[config.mk]
export PLATFORM = sky130hd
export DESIGN_NAME = arcade_input_top
export DESIGN_NICKNAME = d
export VERILOG_FILES = /design/src/source/arcade_input_pkg.sv /design/src/source/input_merger.sv /design/src/source/analog_conditioner.sv /design/src/source/dip_switch_bank.sv /design/src/source/coin_pulser.sv /design/src/source/arcade_input_top.sv
export SDC_FILE = /design/constraint.sdc
export NUM_CORES = 1
export LEC_CHECK = 0
export ABC_CLOCK_PERIOD_IN_PS = 3700
export BUFFER_PORTS_ARGS = -buffer_cell sky130_fd_sc_hd__buf_2
export CAP_MARGIN = 20
export CORE_MARGIN = 3
export CORE_UTILIZATION = 25
export DETAILED_ROUTE_END_ITERATION = 16
export PLACE_DENSITY_LB_ADDON = 0.12
export SETUP_SLACK_MARGIN = 0.5
export SLEW_MARGIN = 5
export SYNTH_ARGS = -nofsm -noshare
export SYNTH_HDL_FRONTEND = slang
export SYNTH_SLANG_ARGS = --single-unit
[constraint.sdc]
create_clock -name clk_sys -period 3.7 [get_ports clk_sys]
set_clock_uncertainty 0.05 [all_clocks]
set_input_delay 0.74 -clock clk_sys [delete_from_list [all_inputs] [get_ports clk_sys]]
set_output_delay 0.74 -clock clk_sys [all_outputs]
set_load 0.05 [all_outputs]
[src/source/arcade_input_pkg.sv]
//================================================
// Arcade input package
// Player, keyboard, analog, download and config
// types shared by the input front end
//================================================

package arcade_input_pkg;

    // Shared constants
    localparam logic [7:0] DIP_INDEX      = 8'd254;  // Download index of DIP switch bytes
    localparam int         ANALOG_PLAYERS = 2;
    localparam logic [7:0] PADDLE_CENTER  = 8'h7f;
    localparam logic [7:0] DPAD_RIGHT_VAL = 8'h40;
    localparam logic [7:0] DPAD_LEFT_VAL  = 8'hc0;

    // One player's control word
    typedef struct packed {
        logic       pause;
        logic       coin;
        logic       start;
        logic [5:0] buttons;
        logic [3:0] dir;       // 0 right, 1 left, 2 down, 3 up
    } player_t;

    // Keyboard state of one player
    typedef struct packed {
        logic       coin;
        logic       start;
        logic [7:0] keys;      // [3:0] dir, [7:4] low buttons
    } kb_player_t;

    typedef enum logic [1:0] {
        ANALOG_JOYSTICK = 2'd0,
        ANALOG_PADDLE   = 2'd1,
        ANALOG_SPINNER  = 2'd2,
        ANALOG_DPAD     = 2'd3
    } analog_mode_e;

    typedef struct packed {
        analog_mode_e mode;
        logic [2:0]   sens;    // Sensitivity step
        logic         invert;
    } analog_cfg_t;

    typedef struct packed {
        logic       abs_valid;
        logic       inc_valid;
        logic [7:0] p1;
        logic [7:0] p2;
    } analog_out_t;

    // Host download write, qualified by a separate strobe
    typedef struct packed {
        logic [7:0]  index;
        logic [24:0] addr;
        logic [7:0]  data;
    } dl_write_t;

endpackage

[src/source/input_merger.sv]
//================================================
// Input merger
// ORs host joystick words with mapped keyboard
// keys per player and forms the combined pause
//================================================
`timescale 1ns/1ns

module input_merger #(
    parameter int NUM_PLAYERS = 4
) (
    input  logic                                          clk_sys,
    input  logic                                          rst_n,
    input  arcade_input_pkg::player_t    [NUM_PLAYERS-1:0] host_joy,
    input  arcade_input_pkg::kb_player_t [NUM_PLAYERS-1:0] kb,
    input  logic                                          kb_pause,
    output arcade_input_pkg::player_t    [NUM_PLAYERS-1:0] players,
    output logic                                          pause_any
);
    import arcade_input_pkg::*;

    player_t [NUM_PLAYERS-1:0] merged;
    logic                      merged_pause;

    // Keyboard record in control word layout
    function automatic player_t map_kb(input kb_player_t k, input logic p);
        player_t w;
        w         = '0;
        w.pause   = p;          // Pause key goes to every player
        w.coin    = k.coin;
        w.start   = k.start;
        w.buttons = {2'b00, k.keys[7:4]};
        w.dir     = k.keys[3:0];
        return w;
    endfunction

    always_comb begin
        merged_pause = 1'b0;
        for (int i = 0; i < NUM_PLAYERS; i++) begin
            merged[i]    = player_t'(host_joy[i] | map_kb(kb[i], kb_pause));
            merged_pause = merged_pause | merged[i].pause;
        end
    end

    always_ff @(posedge clk_sys or negedge rst_n) begin
        if (!rst_n) begin
            players   <= '0;
            pause_any <= 1'b0;
        end else begin
            players   <= merged;
            pause_any <= merged_pause;  // Same cycle as the merged words
        end
    end

endmodule

[src/source/analog_conditioner.sv]
//================================================
// Analog conditioner
// Picks joystick, paddle, spinner or D-pad as the
// analog source of players 1 and 2, then scales
// and optionally inverts the value
//================================================
`timescale 1ns/1ns

module analog_conditioner (
    input  logic                                                        clk_sys,
    input  logic                                                        rst_n,
    input  arcade_input_pkg::analog_cfg_t                               cfg,
    input  logic [arcade_input_pkg::ANALOG_PLAYERS-1:0][7:0]            joy_x,
    input  logic [arcade_input_pkg::ANALOG_PLAYERS-1:0][7:0]            paddle,
    input  logic [arcade_input_pkg::ANALOG_PLAYERS-1:0][8:0]            spinner,
    input  arcade_input_pkg::player_t [arcade_input_pkg::ANALOG_PLAYERS-1:0] dpad_players,
    output arcade_input_pkg::analog_out_t                               analog
);
    import arcade_input_pkg::*;

    logic [ANALOG_PLAYERS-1:0]      prev_spin;  // Spinner bit 8 of the last cycle
    logic [ANALOG_PLAYERS-1:0][7:0] nxt_val;
    logic                           nxt_abs;
    logic                           nxt_inc;

    //================================================
    // Sensitivity and invert
    //================================================
    function automatic logic [7:0] scale(input logic [7:0] d, input logic [2:0] sens,
                                         input logic inv);
        logic [7:0] half;
        logic [7:0] quarter;
        logic [7:0] r;
        half    = $signed(d) >>> 1;
        quarter = $signed(d) >>> 2;
        case (sens)
            3'd0: r = d;
            3'd1: r = half;
            3'd2: r = quarter;
            3'd3: r = $signed(d) >>> 3;
            3'd4: r = $signed(d) >>> 4;
            3'd5: r = d + d;            // 200%
            3'd6: r = d + half;         // 150%
            default: r = d + quarter;   // 125%
        endcase
        if (inv && r != 8'h00) begin
            r = ~r;
        end
        return r;
    endfunction

    //================================================
    // Source select
    //================================================
    always_comb begin
        nxt_val = '0;
        nxt_abs = 1'b0;
        nxt_inc = 1'b0;
        for (int i = 0; i < ANALOG_PLAYERS; i++) begin
            case (cfg.mode)
                ANALOG_JOYSTICK: begin
                    nxt_val[i] = scale(joy_x[i], cfg.sens, cfg.invert);
                    nxt_abs    = 1'b1;
                end
                ANALOG_PADDLE: begin
                    nxt_val[i] = scale(paddle[i] - PADDLE_CENTER, cfg.sens, cfg.invert);
                    nxt_abs    = 1'b1;
                end
                ANALOG_SPINNER: begin
                    if (spinner[i][8] != prev_spin[i]) begin  // Bit 8 toggles per step
                        nxt_val[i] = scale(spinner[i][7:0], cfg.sens, cfg.invert);
                        nxt_inc    = 1'b1;
                    end
                end
                default: begin
                    if (dpad_players[i].dir[0]) begin
                        nxt_val[i] = scale(DPAD_RIGHT_VAL, cfg.sens, cfg.invert);
                    end else if (dpad_players[i].dir[1]) begin
                        nxt_val[i] = scale(DPAD_LEFT_VAL, cfg.sens, cfg.invert);
                    end else begin
                        nxt_val[i] = scale(8'h00, cfg.sens, cfg.invert);
                    end
                    nxt_abs = 1'b1;
                end
            endcase
        end
    end

    always_ff @(posedge clk_sys or negedge rst_n) begin
        if (!rst_n) begin
            prev_spin <= '0;
            analog    <= '0;
        end else begin
            for (int i = 0; i < ANALOG_PLAYERS; i++) begin
                prev_spin[i] <= spinner[i][8];
            end
            analog.abs_valid <= nxt_abs;
            analog.inc_valid <= nxt_inc;
            analog.p1        <= nxt_val[0];
            analog.p2        <= nxt_val[1];
        end
    end

endmodule

[src/source/dip_switch_bank.sv]
//================================================
// DIP switch bank
// Captures DIP bytes from the download stream,
// held active low, presented active high
//================================================
`timescale 1ns/1ns

module dip_switch_bank #(
    parameter int DIP_BANKS = 8
) (
    input  logic                            clk_sys,
    input  logic                            rst_n,
    input  logic                            dl_wr,
    input  arcade_input_pkg::dl_write_t     dl,
    output logic [DIP_BANKS-1:0][7:0]       dsw
);
    import arcade_input_pkg::*;

    localparam int SEL_W = $clog2(DIP_BANKS);

    logic [DIP_BANKS-1:0][7:0] dip_n;   // Bytes as downloaded, active low
    logic [SEL_W-1:0]          bank;
    logic                      hit;

    assign bank = dl.addr[SEL_W-1:0];

    // Only small addresses of the DIP index select a bank
    assign hit = dl_wr
              && dl.index == DIP_INDEX
              && (dl.addr >> SEL_W) == '0
              && int'(bank) < DIP_BANKS;

    always_ff @(posedge clk_sys or negedge rst_n) begin
        if (!rst_n) begin
            dip_n <= '1;                 // All switches off
        end else if (hit) begin
            dip_n[bank] <= dl.data;
        end
    end

    assign dsw = ~dip_n;

endmodule

[src/source/coin_pulser.sv]
//================================================
// Coin pulser
// Turns each coin press into a coin signal that
// lasts one frame between vblank rising edges
//================================================
`timescale 1ns/1ns

module coin_pulser #(
    parameter int NUM_PLAYERS = 4
) (
    input  logic                                       clk_sys,
    input  logic                                       rst_n,
    input  arcade_input_pkg::player_t [NUM_PLAYERS-1:0] players,
    input  logic                                       vblank,
    output logic [NUM_PLAYERS-1:0]                     coin
);
    import arcade_input_pkg::*;

    logic [NUM_PLAYERS-1:0] prev_btn;
    logic [NUM_PLAYERS-1:0] pending;
    logic [NUM_PLAYERS-1:0] btn_rise;
    logic                   vblank_q;
    logic                   vb_rise;

    assign vb_rise = vblank & ~vblank_q;

    always_comb begin
        for (int i = 0; i < NUM_PLAYERS; i++) begin
            btn_rise[i] = players[i].coin & ~prev_btn[i];
        end
    end

    always_ff @(posedge clk_sys or negedge rst_n) begin
        if (!rst_n) begin
            prev_btn <= '0;
            pending  <= '0;
            coin     <= '0;
            vblank_q <= 1'b0;
        end else begin
            vblank_q <= vblank;
            for (int i = 0; i < NUM_PLAYERS; i++) begin
                prev_btn[i] <= players[i].coin;
            end
            if (vb_rise) begin
                coin    <= pending;   // Held for the whole frame
                pending <= btn_rise;  // A press on the edge waits a frame
            end else begin
                pending <= pending | btn_rise;
            end
        end
    end

endmodule

[src/source/arcade_input_top.sv]
//================================================
// Arcade input top
// Player input front end: merger, analog
// conditioner, DIP bank and coin pulser
//================================================
`timescale 1ns/1ns

module arcade_input_top #(
    parameter int NUM_PLAYERS = 4,
    parameter int DIP_BANKS   = 8
) (
    input  logic                                                  clk_sys,
    input  logic                                                  rst_n,
    input  arcade_input_pkg::player_t    [NUM_PLAYERS-1:0]        host_joy,
    input  arcade_input_pkg::kb_player_t [NUM_PLAYERS-1:0]        kb,
    input  logic                                                  kb_pause,
    input  arcade_input_pkg::analog_cfg_t                         analog_cfg,
    input  logic [arcade_input_pkg::ANALOG_PLAYERS-1:0][7:0]      joy_x,
    input  logic [arcade_input_pkg::ANALOG_PLAYERS-1:0][7:0]      paddle,
    input  logic [arcade_input_pkg::ANALOG_PLAYERS-1:0][8:0]      spinner,
    input  logic                                                  dl_wr,
    input  arcade_input_pkg::dl_write_t                           dl,
    input  logic                                                  vblank,
    output arcade_input_pkg::player_t    [NUM_PLAYERS-1:0]        players,
    output logic                                                  pause_any,
    output arcade_input_pkg::analog_out_t                         analog,
    output logic [DIP_BANKS-1:0][7:0]                             dsw,
    output logic [NUM_PLAYERS-1:0]                                coin
);
    import arcade_input_pkg::*;

    input_merger #(.NUM_PLAYERS(NUM_PLAYERS)) u_merger (
        .clk_sys   (clk_sys),
        .rst_n     (rst_n),
        .host_joy  (host_joy),
        .kb        (kb),
        .kb_pause  (kb_pause),
        .players   (players),
        .pause_any (pause_any)
    );

    // D-pad mode reads the merged words of players 1 and 2
    analog_conditioner u_analog (
        .clk_sys      (clk_sys),
        .rst_n        (rst_n),
        .cfg          (analog_cfg),
        .joy_x        (joy_x),
        .paddle       (paddle),
        .spinner      (spinner),
        .dpad_players (players[ANALOG_PLAYERS-1:0]),
        .analog       (analog)
    );

    dip_switch_bank #(.DIP_BANKS(DIP_BANKS)) u_dip (
        .clk_sys (clk_sys),
        .rst_n   (rst_n),
        .dl_wr   (dl_wr),
        .dl      (dl),
        .dsw     (dsw)
    );

    coin_pulser #(.NUM_PLAYERS(NUM_PLAYERS)) u_coin (
        .clk_sys (clk_sys),
        .rst_n   (rst_n),
        .players (players),
        .vblank  (vblank),
        .coin    (coin)
    );

endmodule

==> results of run 1 <==
==> layout by cell type (no fill, tap or decap), types with 18 or more instances in the layout <==
cell type,netlist,final
a21oi_1,69,61
nand3_1,23,22
o21ai_0,135,123
nand2_1,147,145
o22ai_1,39,35
dfstp_2,64,64
buf_2,24,326
ha_1,46,36
or2_2,54,54
nand2b_1,22,20
buf_4,5,298
nor3_1,24,21
inv_1,106,104
nor2_1,82,76
mux2i_1,28,27
dfrtp_1,86,86
o211ai_1,18,18
mux2_2,24,24
==> synthesized netlist by cell type, types with 6 or more instances <==
master     number
nand2_1       147
o21ai_0       135
inv_1         106
dfrtp_1        86
nor2_1         82
a21oi_1        69
dfstp_2        64
clkbuf_1       54
or2_2          54
ha_1           46
o22ai_1        39
mux2i_1        28
buf_2          24
mux2_2         24
nor3_1         24
nand3_1        23
nand2b_1       22
a211oi_1       21
xnor2_1        19
o211ai_1       18
a31oi_1        17
a21o_1         15
o221ai_1       15
a22oi_1        14
o21a_1         13
or3_1          12
xor2_1         12
a22o_1         11
and2_1         11
nor2b_1        11
a221oi_1       10
nor3b_1        10
buf_1           8
nand3b_1        8
nand4_1         8
a2111oi_0       6
a2bb2oi_1       6
a311oi_1        6
a32oi_1         6
and3_1          6
fa_1            6
nor4_1          6
o2111ai_1       6
==> metrics by stage <==
stage	instances	setup TNS, ns
after global routing	2589	-0.164
after floorplan	1402	-4.97
after CTS	2574	0
after detailed placement	2534	-7.77
final	2589	0
after global placement	2534	-7.66
==> final cells by class <==
cell class	instances	area share [%]
inverter	108	2.37
timing repair buffer	644	23.9
multi-input combinational	1052	44.0
antenna	3	0.0435
clock inverter	11	0.443
sequential	150	22.2
clock buffer	21	2.61
tap	600	4.35
==> worst max path at each step <==
stage               slack [ns]             endpoint          start  cells past startpoint
detailed placement       -0.68  u_analog.analog[12]  analog_cfg[1]                     15
global route             -0.08   u_analog.analog[7]  analog_cfg[1]                     16
CTS                       0.09   u_analog.analog[4]  analog_cfg[1]                     19
finish                    0.06   u_analog.analog[7]  analog_cfg[1]                     17
global placement         -0.69  u_analog.analog[12]  analog_cfg[1]                     15
floorplan                -0.45   u_analog.analog[4]  analog_cfg[3]                     17
==> logic make-up after synthesis <==
| kind of cell | count (synthesis) | synth area share (%) |
|---|---|---|
| and+or+nand+nor | 453 | 20.0 |
| xor gates and xnor gates | 32 | 2.48 |
| buffers and inverters | 200 | 6.93 |
| muxes | 55 | 5.33 |
| DFF | 150 | 33.1 |
| AOI/OAI and AO/OA | 460 | 26.2 |
| adders and majority gates | 52 | 6.00 |
==> worst max-delay path: cells and delay by family <==
kind | cells | cell delay [ns]
simple gates | 5 | 1.19
compound gates | 5 | 0.71
xor+xnor | 1 | 0.16
buf+inv | 4 | 0.50
fa+ha+maj | 2 | 0.56
==> per-layer routing <==
layer | vias up | global-route usage, %
li1 | 6218 | -
met1 | 6182 | 26.0
met2 | 383 | 33.6
met3 | 62 | 3.49
met4 | 0 | 5.21
met5 | - | 0
==> state kept, by name, indices dropped and copies added, names as in the netlist <==
register / flops
u_analog.prev_spin: 2
u_dip.dip_n: 64
u_analog.analog: 18
u_coin.prev_btn: 4
u_merger.players: 52
u_coin.coin: 4
u_coin.vblank_q: 1
u_merger.pause_any: 1
u_coin.pending: 4
==> power groups by stage <==
stage	registers, µW	logic (µW)	clock network (µW)
2_1_floorplan	2030	971	0
3_3_place_gp	1790	2190	0
3_5_place_dp	1790	2190	0
4_1_cts	1770	2280	1630
5_1_grt	1770	2540	1710
6_report	1770	2350	1580
==> repair_timing <==
action	CTS	global route
gates resized for setup	64	55
setup buffers	8	12
pin swaps	28	21
endpoints found under the hold margin	0	0
setup endpoints to repair	16	16
hold buffers	0	0
==> results by group, run 1 <==
Outcome
  – Status: finished clean

Synth
  – Mapped Avg Cell Area: 8.27 µm²
  – Yosys warnings: 0
  – Mapped cell area: 0.0116 mm²
  – Synth Flop Type: dfrtp_1
  – Post-synthesis async set-or-reset flop share: 100%
  – Post-synthesis sequential area ratio: 33.1%
  – Largest area contributor in the netlist: dfrtp_1
  – Top cells by area, synth: dfrtp_1 (19%), dfstp_2 (14%), o21ai_0 (5.8%), ha_1 (5.0%), nand2_1 (4.8%)
  – Number of cells produced by synthesis: 1402
  – Flops & latches, synth: 150
  – Area share of the largest cell type after synthesis: 18.6%
  – Post-synth EDFFs: 0
  – Syn_nets: 1648
  – Synth cell types: 86

Layout
  – Storage cell area: 0.00383 mm²
  – Nets: 2219
  – Area of the multi-input gates: 0.00759 mm²
  – FILL cells: 4694
  – Synthesis-to-layout area growth: 48.7%
  – Share of layout cells above drive strength 1: 46.8%
  – Utilization after layout: 37.8%
  – Final Cell Area: 0.0172 mm²

Timing
  – Final WS setup: 0.0614 ns
  – Tcrit/Tclk final: 98.3%
  – Worst slew margin: 47.4%
  – Fmax: 275 MHz
  – Final max-slew violation count: 0
  – RSZ-0062 raised after global routing: yes
  – Final setup viols: 0
  – Final hold slack: 0.236 ns
  – Pin slew with the least headroom to its limit: 0.779 ns
  – Min Tclk post-route: 3.64 ns
  – Hold Violations, Final: 0

Critical path
  – Critical path data arrival time: 3.87 ns
  – Critical path startpoint category: primary input
  – R2R Path End: u_analog.analog[5]
  – Critical path required time: 3.93 ns
  – CP peak stage delay: 0.42 ns
  – Most used cell along the critical path: buf_6
  – Slowest cell on crit path: or3b_4
  – Endpoint class of the critical path: register
  – CP Max Fanout: 10
  – FF-to-FF Start: u_merger.players[13]
  – Critical path class: primary input to register
  – Flop2flop setup slack: 1.77 ns
  – Worst-case reg-to-reg path depth: 6
  – Cell Chain, Critical Path: buf_8 -> buf_6 -> o21ai_4 -> nor2_4 -> buf_6 -> nor2_2 -> a21oi_2 -> ha_2 -> fa_2 -> xor2_1 -> a222oi_1 -> or3b_4 -> or3_4 -> nor3_4 -> buf_6 -> a211o_1 -> o211ai_1

Global route
  – Largest net degree at the start of global routing: 65
  – Initial antenna violation count: 4
  – Vias in the first global route: 12700
  – GRT overflow: 0
  – GRT Resource Usage Total: 19.8%
  – First-pass GRT wire length: 76.1 mm

Clock tree
  – Clock latency on the worst-skew pair: 0.43 ns
  – CTS buffer count: 17
  – CTS tree: built
  – Clock Path Buffers: 2
  – Clock-pin slew on the worst setup and hold paths: 0.06 ns
  – Root buffer cell: clkbuf_16
  – Max H-tree Level: 4
  – Sink Count: 150

Route
  – Detailed-route via count: 12800
  – Met2 WL: 24.3 mm
  – Uppermost layer routed: met4
  – WL met3: 2.51 mm
  – 1st-iter DRT viols: 888
  – Final ANT Viol Nets: 0
  – Met1 Wirelength: 22.2 mm
  – Drt drc: 0
  – DRT Pass-1 Iters: 5
  – Routed len/inst: 19.3 µm
  – Via density: 4.96
  – WL final: 50.1 mm

Hold path
  – Worst hold path type: primary input to async pin

Power and ir drop
  – Worst vdd ir: 0.000229 V
  – Clock share of power: 27.7%
  – PD cells: 330 mW/mm²
  – Overall Power: 5700 µW
  – Sw Ratio: 36.8%
  – Total net switching power: 2100 µW
  – Sequential share of power: 31.0%
  – Int Power: 3600 µW
  – Static Leak: 0.00807 µW
  – Combinational share of power: 41.3%

Placed design
  – IO Port Bufs: 332
  – DPL Wire Length: 39.7 mm
  – Final GP Congestion: 0.912
  – Pre-CTS WS: -0.679 ns
  – Post-DP Area: 0.0160 mm²

Floorplan
  – Io pins: 333
  – Core Rows: 78
  – Initial Utilization: 25.4%
  – Core Region: 0.0456 mm²
  – Die width: 221 µm
  – Die area: 0.0490 mm²
  – Die H: 221 µm

Flow run
  – Max cap viols: 0
Power figures use the tool's default switching activity.
==> run 2, diff against run 1 <==
--- a/config.mk
+++ b/config.mk
@@ -12,6 +12,7 @@
 export CORE_UTILIZATION = 25
 export DETAILED_ROUTE_END_ITERATION = 16
 export PLACE_DENSITY_LB_ADDON = 0.12
+export REMOVE_ABC_BUFFERS = 1
 export SETUP_SLACK_MARGIN = 0.5
 export SLEW_MARGIN = 5
 export SYNTH_ARGS = -nofsm -noshare
==> results by group, run 2 (synthesis results as in run 1) <==
Timing
  – Fmax: 279 MHz
  – Final hold slack: 0.260 ns
  – Hold Violations, Final: 0
  – Tcrit/Tclk final: 96.8%
  – Final WS setup: 0.118 ns
  – Final max-slew violation count: 0
  – Pin slew with the least headroom to its limit: 0.729 ns
  – Min Tclk post-route: 3.58 ns
  – RSZ-0062 raised after global routing: yes
  – Final setup viols: 0
  – Worst slew margin: 51.1%

Critical path
  – Most used cell along the critical path: buf_12
  – FF-to-FF Start: u_merger.players[13]
  – Worst-case reg-to-reg path depth: 6
  – CP Max Fanout: 7
  – Top delay family on crit path: compound AO/OA/AOI/OAI gates
  – Critical path required time: 3.92 ns
  – Flop2flop setup slack: 1.62 ns
  – Critical path startpoint category: primary input
  – Critical path data arrival time: 3.81 ns
  – CP peak stage delay: 0.52 ns
  – R2R Path End: u_analog.analog[5]
  – Slowest cell on crit path: fa_2
  – Crit path buf inv count: 4
  – Endpoint class of the critical path: register
  – Cell Chain, Critical Path: buf_12 -> and2_4 -> nor2_4 -> buf_12 -> buf_12 -> nor2_4 -> a21oi_2 -> ha_2 -> inv_2 -> fa_2 -> a22oi_2 -> a22oi_2 -> o2111ai_2 -> nor4_4 -> nor2_1 -> a221oi_2 -> a32oi_2
  – Critical path class: primary input to register

Layout
  – Most frequent cells in the layout: buf_2 (325), buf_4 (311), nand2_1 (139), o21ai_0 (111), inv_1 (103)
  – Most flop-heavy register: u_dip.dip_n
  – Biggest regs: u_dip.dip_n: 64 flops, u_merger.players: 52 flops, u_analog.analog: 18 flops
  – Synthesis-to-layout area growth: 59.6%
  – Max reg flops: 64
  – Nets: 2255
  – Share of layout cells above drive strength 1: 52.8%
  – Commonest non-fill, non-tap cell in the layout: buf_2

Route
  – Drt drc: 0
  – 1st-iter DRT viols: 973
  – Met1 Wirelength: 22.7 mm
  – Uppermost layer routed: met5
  – Met2 WL: 24.2 mm
  – DRT Pass-1 Iters: 5
  – WL met3: 2.71 mm
  – Routed len/inst: 19.2 µm
  – Final ANT Viol Nets: 0
  – Via density: 5.02
  – WL final: 50.5 mm
  – Detailed-route via count: 13200

Global route
  – Largest net degree at the start of global routing: 71
  – First-pass GRT wire length: 75.7 mm
  – Initial antenna violation count: 5
  – GRT overflow: 0
  – GRT Resource Usage Total: 19.4%
  – Vias in the first global route: 12900

Floorplan
  – Io pins: 333
  – Die area: 0.0490 mm²
  – Core Rows: 78
  – Core Region: 0.0456 mm²
  – Die width: 221 µm
  – Initial Utilization: 25.4%
  – Die H: 221 µm

Power and ir drop
  – Clock share of power: 28.8%
  – Worst vdd ir: 0.000258 V
  – Combinational share of power: 42.4%
  – Static Leak: 0.00855 µW
  – Sequential share of power: 28.7%
  – Total net switching power: 2360 µW
  – Sw Ratio: 38.2%
  – PD cells: 334 mW/mm²
  – Int Power: 3820 µW

Placed design
  – Pre-CTS WS: -0.713 ns
  – Final GP Congestion: 0.918
  – IO Port Bufs: 332
  – DPL Wire Length: 38.6 mm

Clock tree
  – CTS buffer count: 17
  – Max H-tree Level: 4
  – Root buffer cell: clkbuf_16
  – Clock latency on the worst-skew pair: 0.42 ns
  – Sink Count: 150
  – Clock-pin slew on the worst setup and hold paths: 0.07 ns
  – Clock Path Buffers: 2
  – CTS tree: built
  – CTS hold repair buffers: 0

Outcome
  – Status: finished clean

Flow run
  – Max cap viols: 0

Hold path
  – Worst hold path type: primary input to async pin
## run 2: changes by cell type in the layout (fill, tap and decap cells not counted), moves of 9 or more
cell	previous run	this run
buf_12	3	17
buf_4	298	311
o21ai_0	123	111
nor2_1	76	66
ha_1	36	27
## run 2: how the worst max path moves through the flow
| stage | slack (ns) | depth (start not counted) | startpoint | to |
|---|---|---|---|---|
| floorplan | -1.40 | 13 | analog_cfg[2] | u_analog.analog[4] |
| global placement | -0.69 | 18 | analog_cfg[2] | u_analog.analog[14] |
| detailed placement | -0.71 | 17 | analog_cfg[2] | u_analog.analog[12] |
| CTS | 0.1 | 16 | analog_cfg[1] | u_analog.analog[5] |
| global route | -0.009 | 17 | analog_cfg[1] | u_analog.analog[14] |
| finish | 0.12 | 17 | analog_cfg[2] | u_analog.analog[14] |
## run 2: routing by layer
layer / GRT usage, % / vias up
met5: 0 / -
met4: 4.99 / 4
met3: 3.06 / 42
met2: 32.4 / 400
met1: 26.1 / 6408
li1: - / 6310
## run 2: final cells by class
type	instances	area, µm²
sequential	150	3830
timing repair buffer	680	4640
clock inverter	15	189
antenna	2	5.00
fill	4629	27100
multi-input combinational	1052	8260
inverter	108	405
tap	600	751
clock buffer	17	425
## run 2: per-stage QoR
| stage | total power (µW) | instance area, µm² | TNS, ns | std cells | util [%] |
|---|---|---|---|---|---|
| 3_3_place_gp | 3960 | 16000 | -9.34 | 2539 | 35.1 |
| 2_1_floorplan | 2890 | 11200 | -20.58 | 1310 | - |
| 6_report | 6180 | 18500 | 0 | 2624 | 40.6 |
| 3_5_place_dp | 3970 | 16000 | -9.77 | 2539 | 35.1 |
| 5_1_grt | 6500 | 18500 | -0.00922 | 2622 | 40.6 |
| 4_1_cts | 5940 | 17300 | 0 | 2594 | 37.9 |
## run 2: what timing repair did
action | in CTS | in global routing
gates cloned | 0 | 2
gates resized for setup | 110 | 211
setup buffers | 23 | 26
endpoints found under the setup margin | 16 | 16
pin swaps | 55 | 122
## run 2: power groups by stage
stage               Combinational [µW]  Sequential [µW]  Clock [µW]
global placement                  2160             1810           0
detailed placement                2160             1800           0
finish                            2620             1770        1780
global route                      2800             1780        1910
floorplan                          851             2040           0
CTS                               2320             1780        1840
==> run 3, diff against run 2 <==
--- a/config.mk
+++ b/config.mk
@@ -9,7 +9,8 @@
 export BUFFER_PORTS_ARGS = -buffer_cell sky130_fd_sc_hd__buf_2
 export CAP_MARGIN = 20
 export CORE_MARGIN = 3
-export CORE_UTILIZATION = 25
+export CORE_UTILIZATION = 50
+export CTS_CLUSTER_SIZE = 8
 export DETAILED_ROUTE_END_ITERATION = 16
 export PLACE_DENSITY_LB_ADDON = 0.12
 export REMOVE_ABC_BUFFERS = 1
==> results by group, run 3 (synthesis results as in run 1) <==
Route
  – WL final: 45.2 mm
  – Final ANT Viol Nets: 0
  – Drt drc: 0
  – 1st-iter DRT viols: 1209
  – Routed len/inst: 19.9 µm
  – Via density: 6.00
  – Detailed-route via count: 13600
  – DRT Pass-1 Iters: 6

Critical path
  – Critical path startpoint category: primary input
  – Critical path data arrival time: 3.92 ns
  – Critical path class: primary input to register
  – Critical path required time: 3.99 ns
  – Worst-case reg-to-reg path depth: 6
  – Endpoint class of the critical path: register
  – CP Max Fanout: 9

Timing
  – Worst slew margin: 51.8%
  – Final hold slack: 0.283 ns
  – Min Tclk post-route: 3.63 ns
  – Tcrit/Tclk final: 98.1%
  – Pin slew with the least headroom to its limit: 0.723 ns
  – RSZ-0062 raised after global routing: yes
  – Fmax: 276 MHz
  – Hold Violations, Final: 0
  – Setup TNS: 0 ns
  – Final max-slew violation count: 0
  – Final setup viols: 0

Clock tree
  – CTS tree: built
  – Max H-tree Level: 4
  – Clock Path Buffers: 2
  – Sink Count: 150
  – Clock latency on the worst-skew pair: 0.43 ns
  – Clock-pin slew on the worst setup and hold paths: 0.07 ns
  – CTS buffer count: 17
  – Root buffer cell: clkbuf_16

Global route
  – Vias in the first global route: 12800
  – Largest net degree at the start of global routing: 81
  – Initial antenna violation count: 1
  – First-pass GRT wire length: 66.7 mm
  – GRT overflow: 0
  – GRT Resource Usage Total: 33.5%

Power and ir drop
  – Static Leak: 0.00822 µW
  – Worst vdd ir: 0.000302 V
  – PD cells: 342 mW/mm²
  – Overall Power: 5910 µW

Layout
  – Synthesis-to-layout area growth: 49.0%
  – Commonest non-fill, non-tap cell in the layout: buf_2
  – FILL cells: 1662
  – Antenna diodes: 0
  – Max reg flops: 64
  – Biggest regs: u_dip.dip_n: 64 flops, u_merger.players: 52 flops, u_analog.analog: 18 flops
  – Nets: 2220
  – Most flop-heavy register: u_dip.dip_n
  – Most frequent cells in the layout: buf_2 (326), buf_4 (281), nand2_1 (146), o21ai_0 (119), inv_1 (103)
  – Share of layout cells above drive strength 1: 48.6%

Floorplan
  – Io pins: 333
  – Initial Utilization: 51.1%
  – Die width: 158 µm
  – Die area: 0.0251 mm²
  – Core Rows: 55
  – Core Region: 0.0227 mm²
  – Die H: 158 µm

Placed design
  – IO Port Bufs: 332
  – DPL Wire Length: 33.3 mm
  – Final GP Congestion: 1.03

Flow run
  – Max cap viols: 0

Hold path
  – Worst hold path type: primary input to async pin

Outcome
  – Status: finished clean
run 3: layer usage:
| metal | vias up | track usage (%) | routed length [µm] | share of wire, % |
|---|---|---|---|---|
| li1 | 6231 | - | - | - |
| met1 | 6412 | 42.7 | 17400 | 38 |
| met2 | 822 | 55.5 | 21600 | 48 |
| met3 | 165 | 5.76 | 4120 | 9.1 |
| met4 | 2 | 16.1 | 2080 | 4.6 |
| met5 | - | 0 | 19 | 0.042 |
run 3: metrics by stage:
step / instance area [µm²] / utilization, % / instances / setup WS (ns)
final: 17300 / 76.1 / 2272 / 0.0719
after global routing: 17300 / 76.1 / 2272 / -0.0127
after CTS: 16600 / 73.2 / 2244 / 0.0868
after detailed placement: 15300 / 67.3 / 2188 / -0.649
after global placement: 15300 / 67.3 / 2188 / -0.516
after floorplan: 11200 / - / 1310 / -1.40
run 3: final cells by class:
class / instances / area [µm²] / share of cell area, %
multi-input combinational: 1052 / 7800 / 45.1
clock buffer: 17 / 425 / 2.46
sequential: 150 / 3830 / 22.2
tap: 285 / 357 / 2.06
clock inverter: 15 / 181 / 1.05
timing repair buffer: 645 / 4280 / 24.8
inverter: 108 / 409 / 2.37
run 3: worst max-delay path, cell delays in order:
cell       delay, ns
buf_12          0.12
buf_6           0.15
and2b_1         0.18
buf_6           0.15
a21oi_2         0.13
o21ai_1         0.07
ha_1            0.34
buf_6           0.14
a221o_1         0.39
o211a_1         0.26
nor3_2          0.25
nor4_2          0.10
buf_4           0.17
buf_6           0.11
a2111oi_4       0.38
o31ai_1         0.13
o211ai_1        0.10
run 3: path summary, 6_finish.rpt:
path / start / to / slack [ns]
min in group clk_sys: host_joy[34] / u_merger.players[34] / 0.36
worst min register to register: u_coin.prev_btn[1] / u_coin.pending[1] / 0.37
max in group asynchronous: rst_n / u_dip.dip_n[50] / 2.48
worst max-delay path: analog_cfg[2] / u_analog.analog[12] / 0.07
worst min-delay path: rst_n / u_merger.players[7] / 0.28
worst max register to register: u_merger.players[13] / u_analog.analog[0] / 1.69
run 3: what timing repair did:
action,CTS,global route
hold endpoints to repair,0,0
setup buffers,24,28
pin swaps,70,73
setup endpoints to repair,16,16
hold buffers,0,0
gates resized for setup,125,98
run 3: where the power goes:
part           total [µW]  internal [µW]  switching (µW)
sequential           1770           1720            49.8
combinational        2420           1060            1360
clock                1720            911             807
total                5910           3690            2220
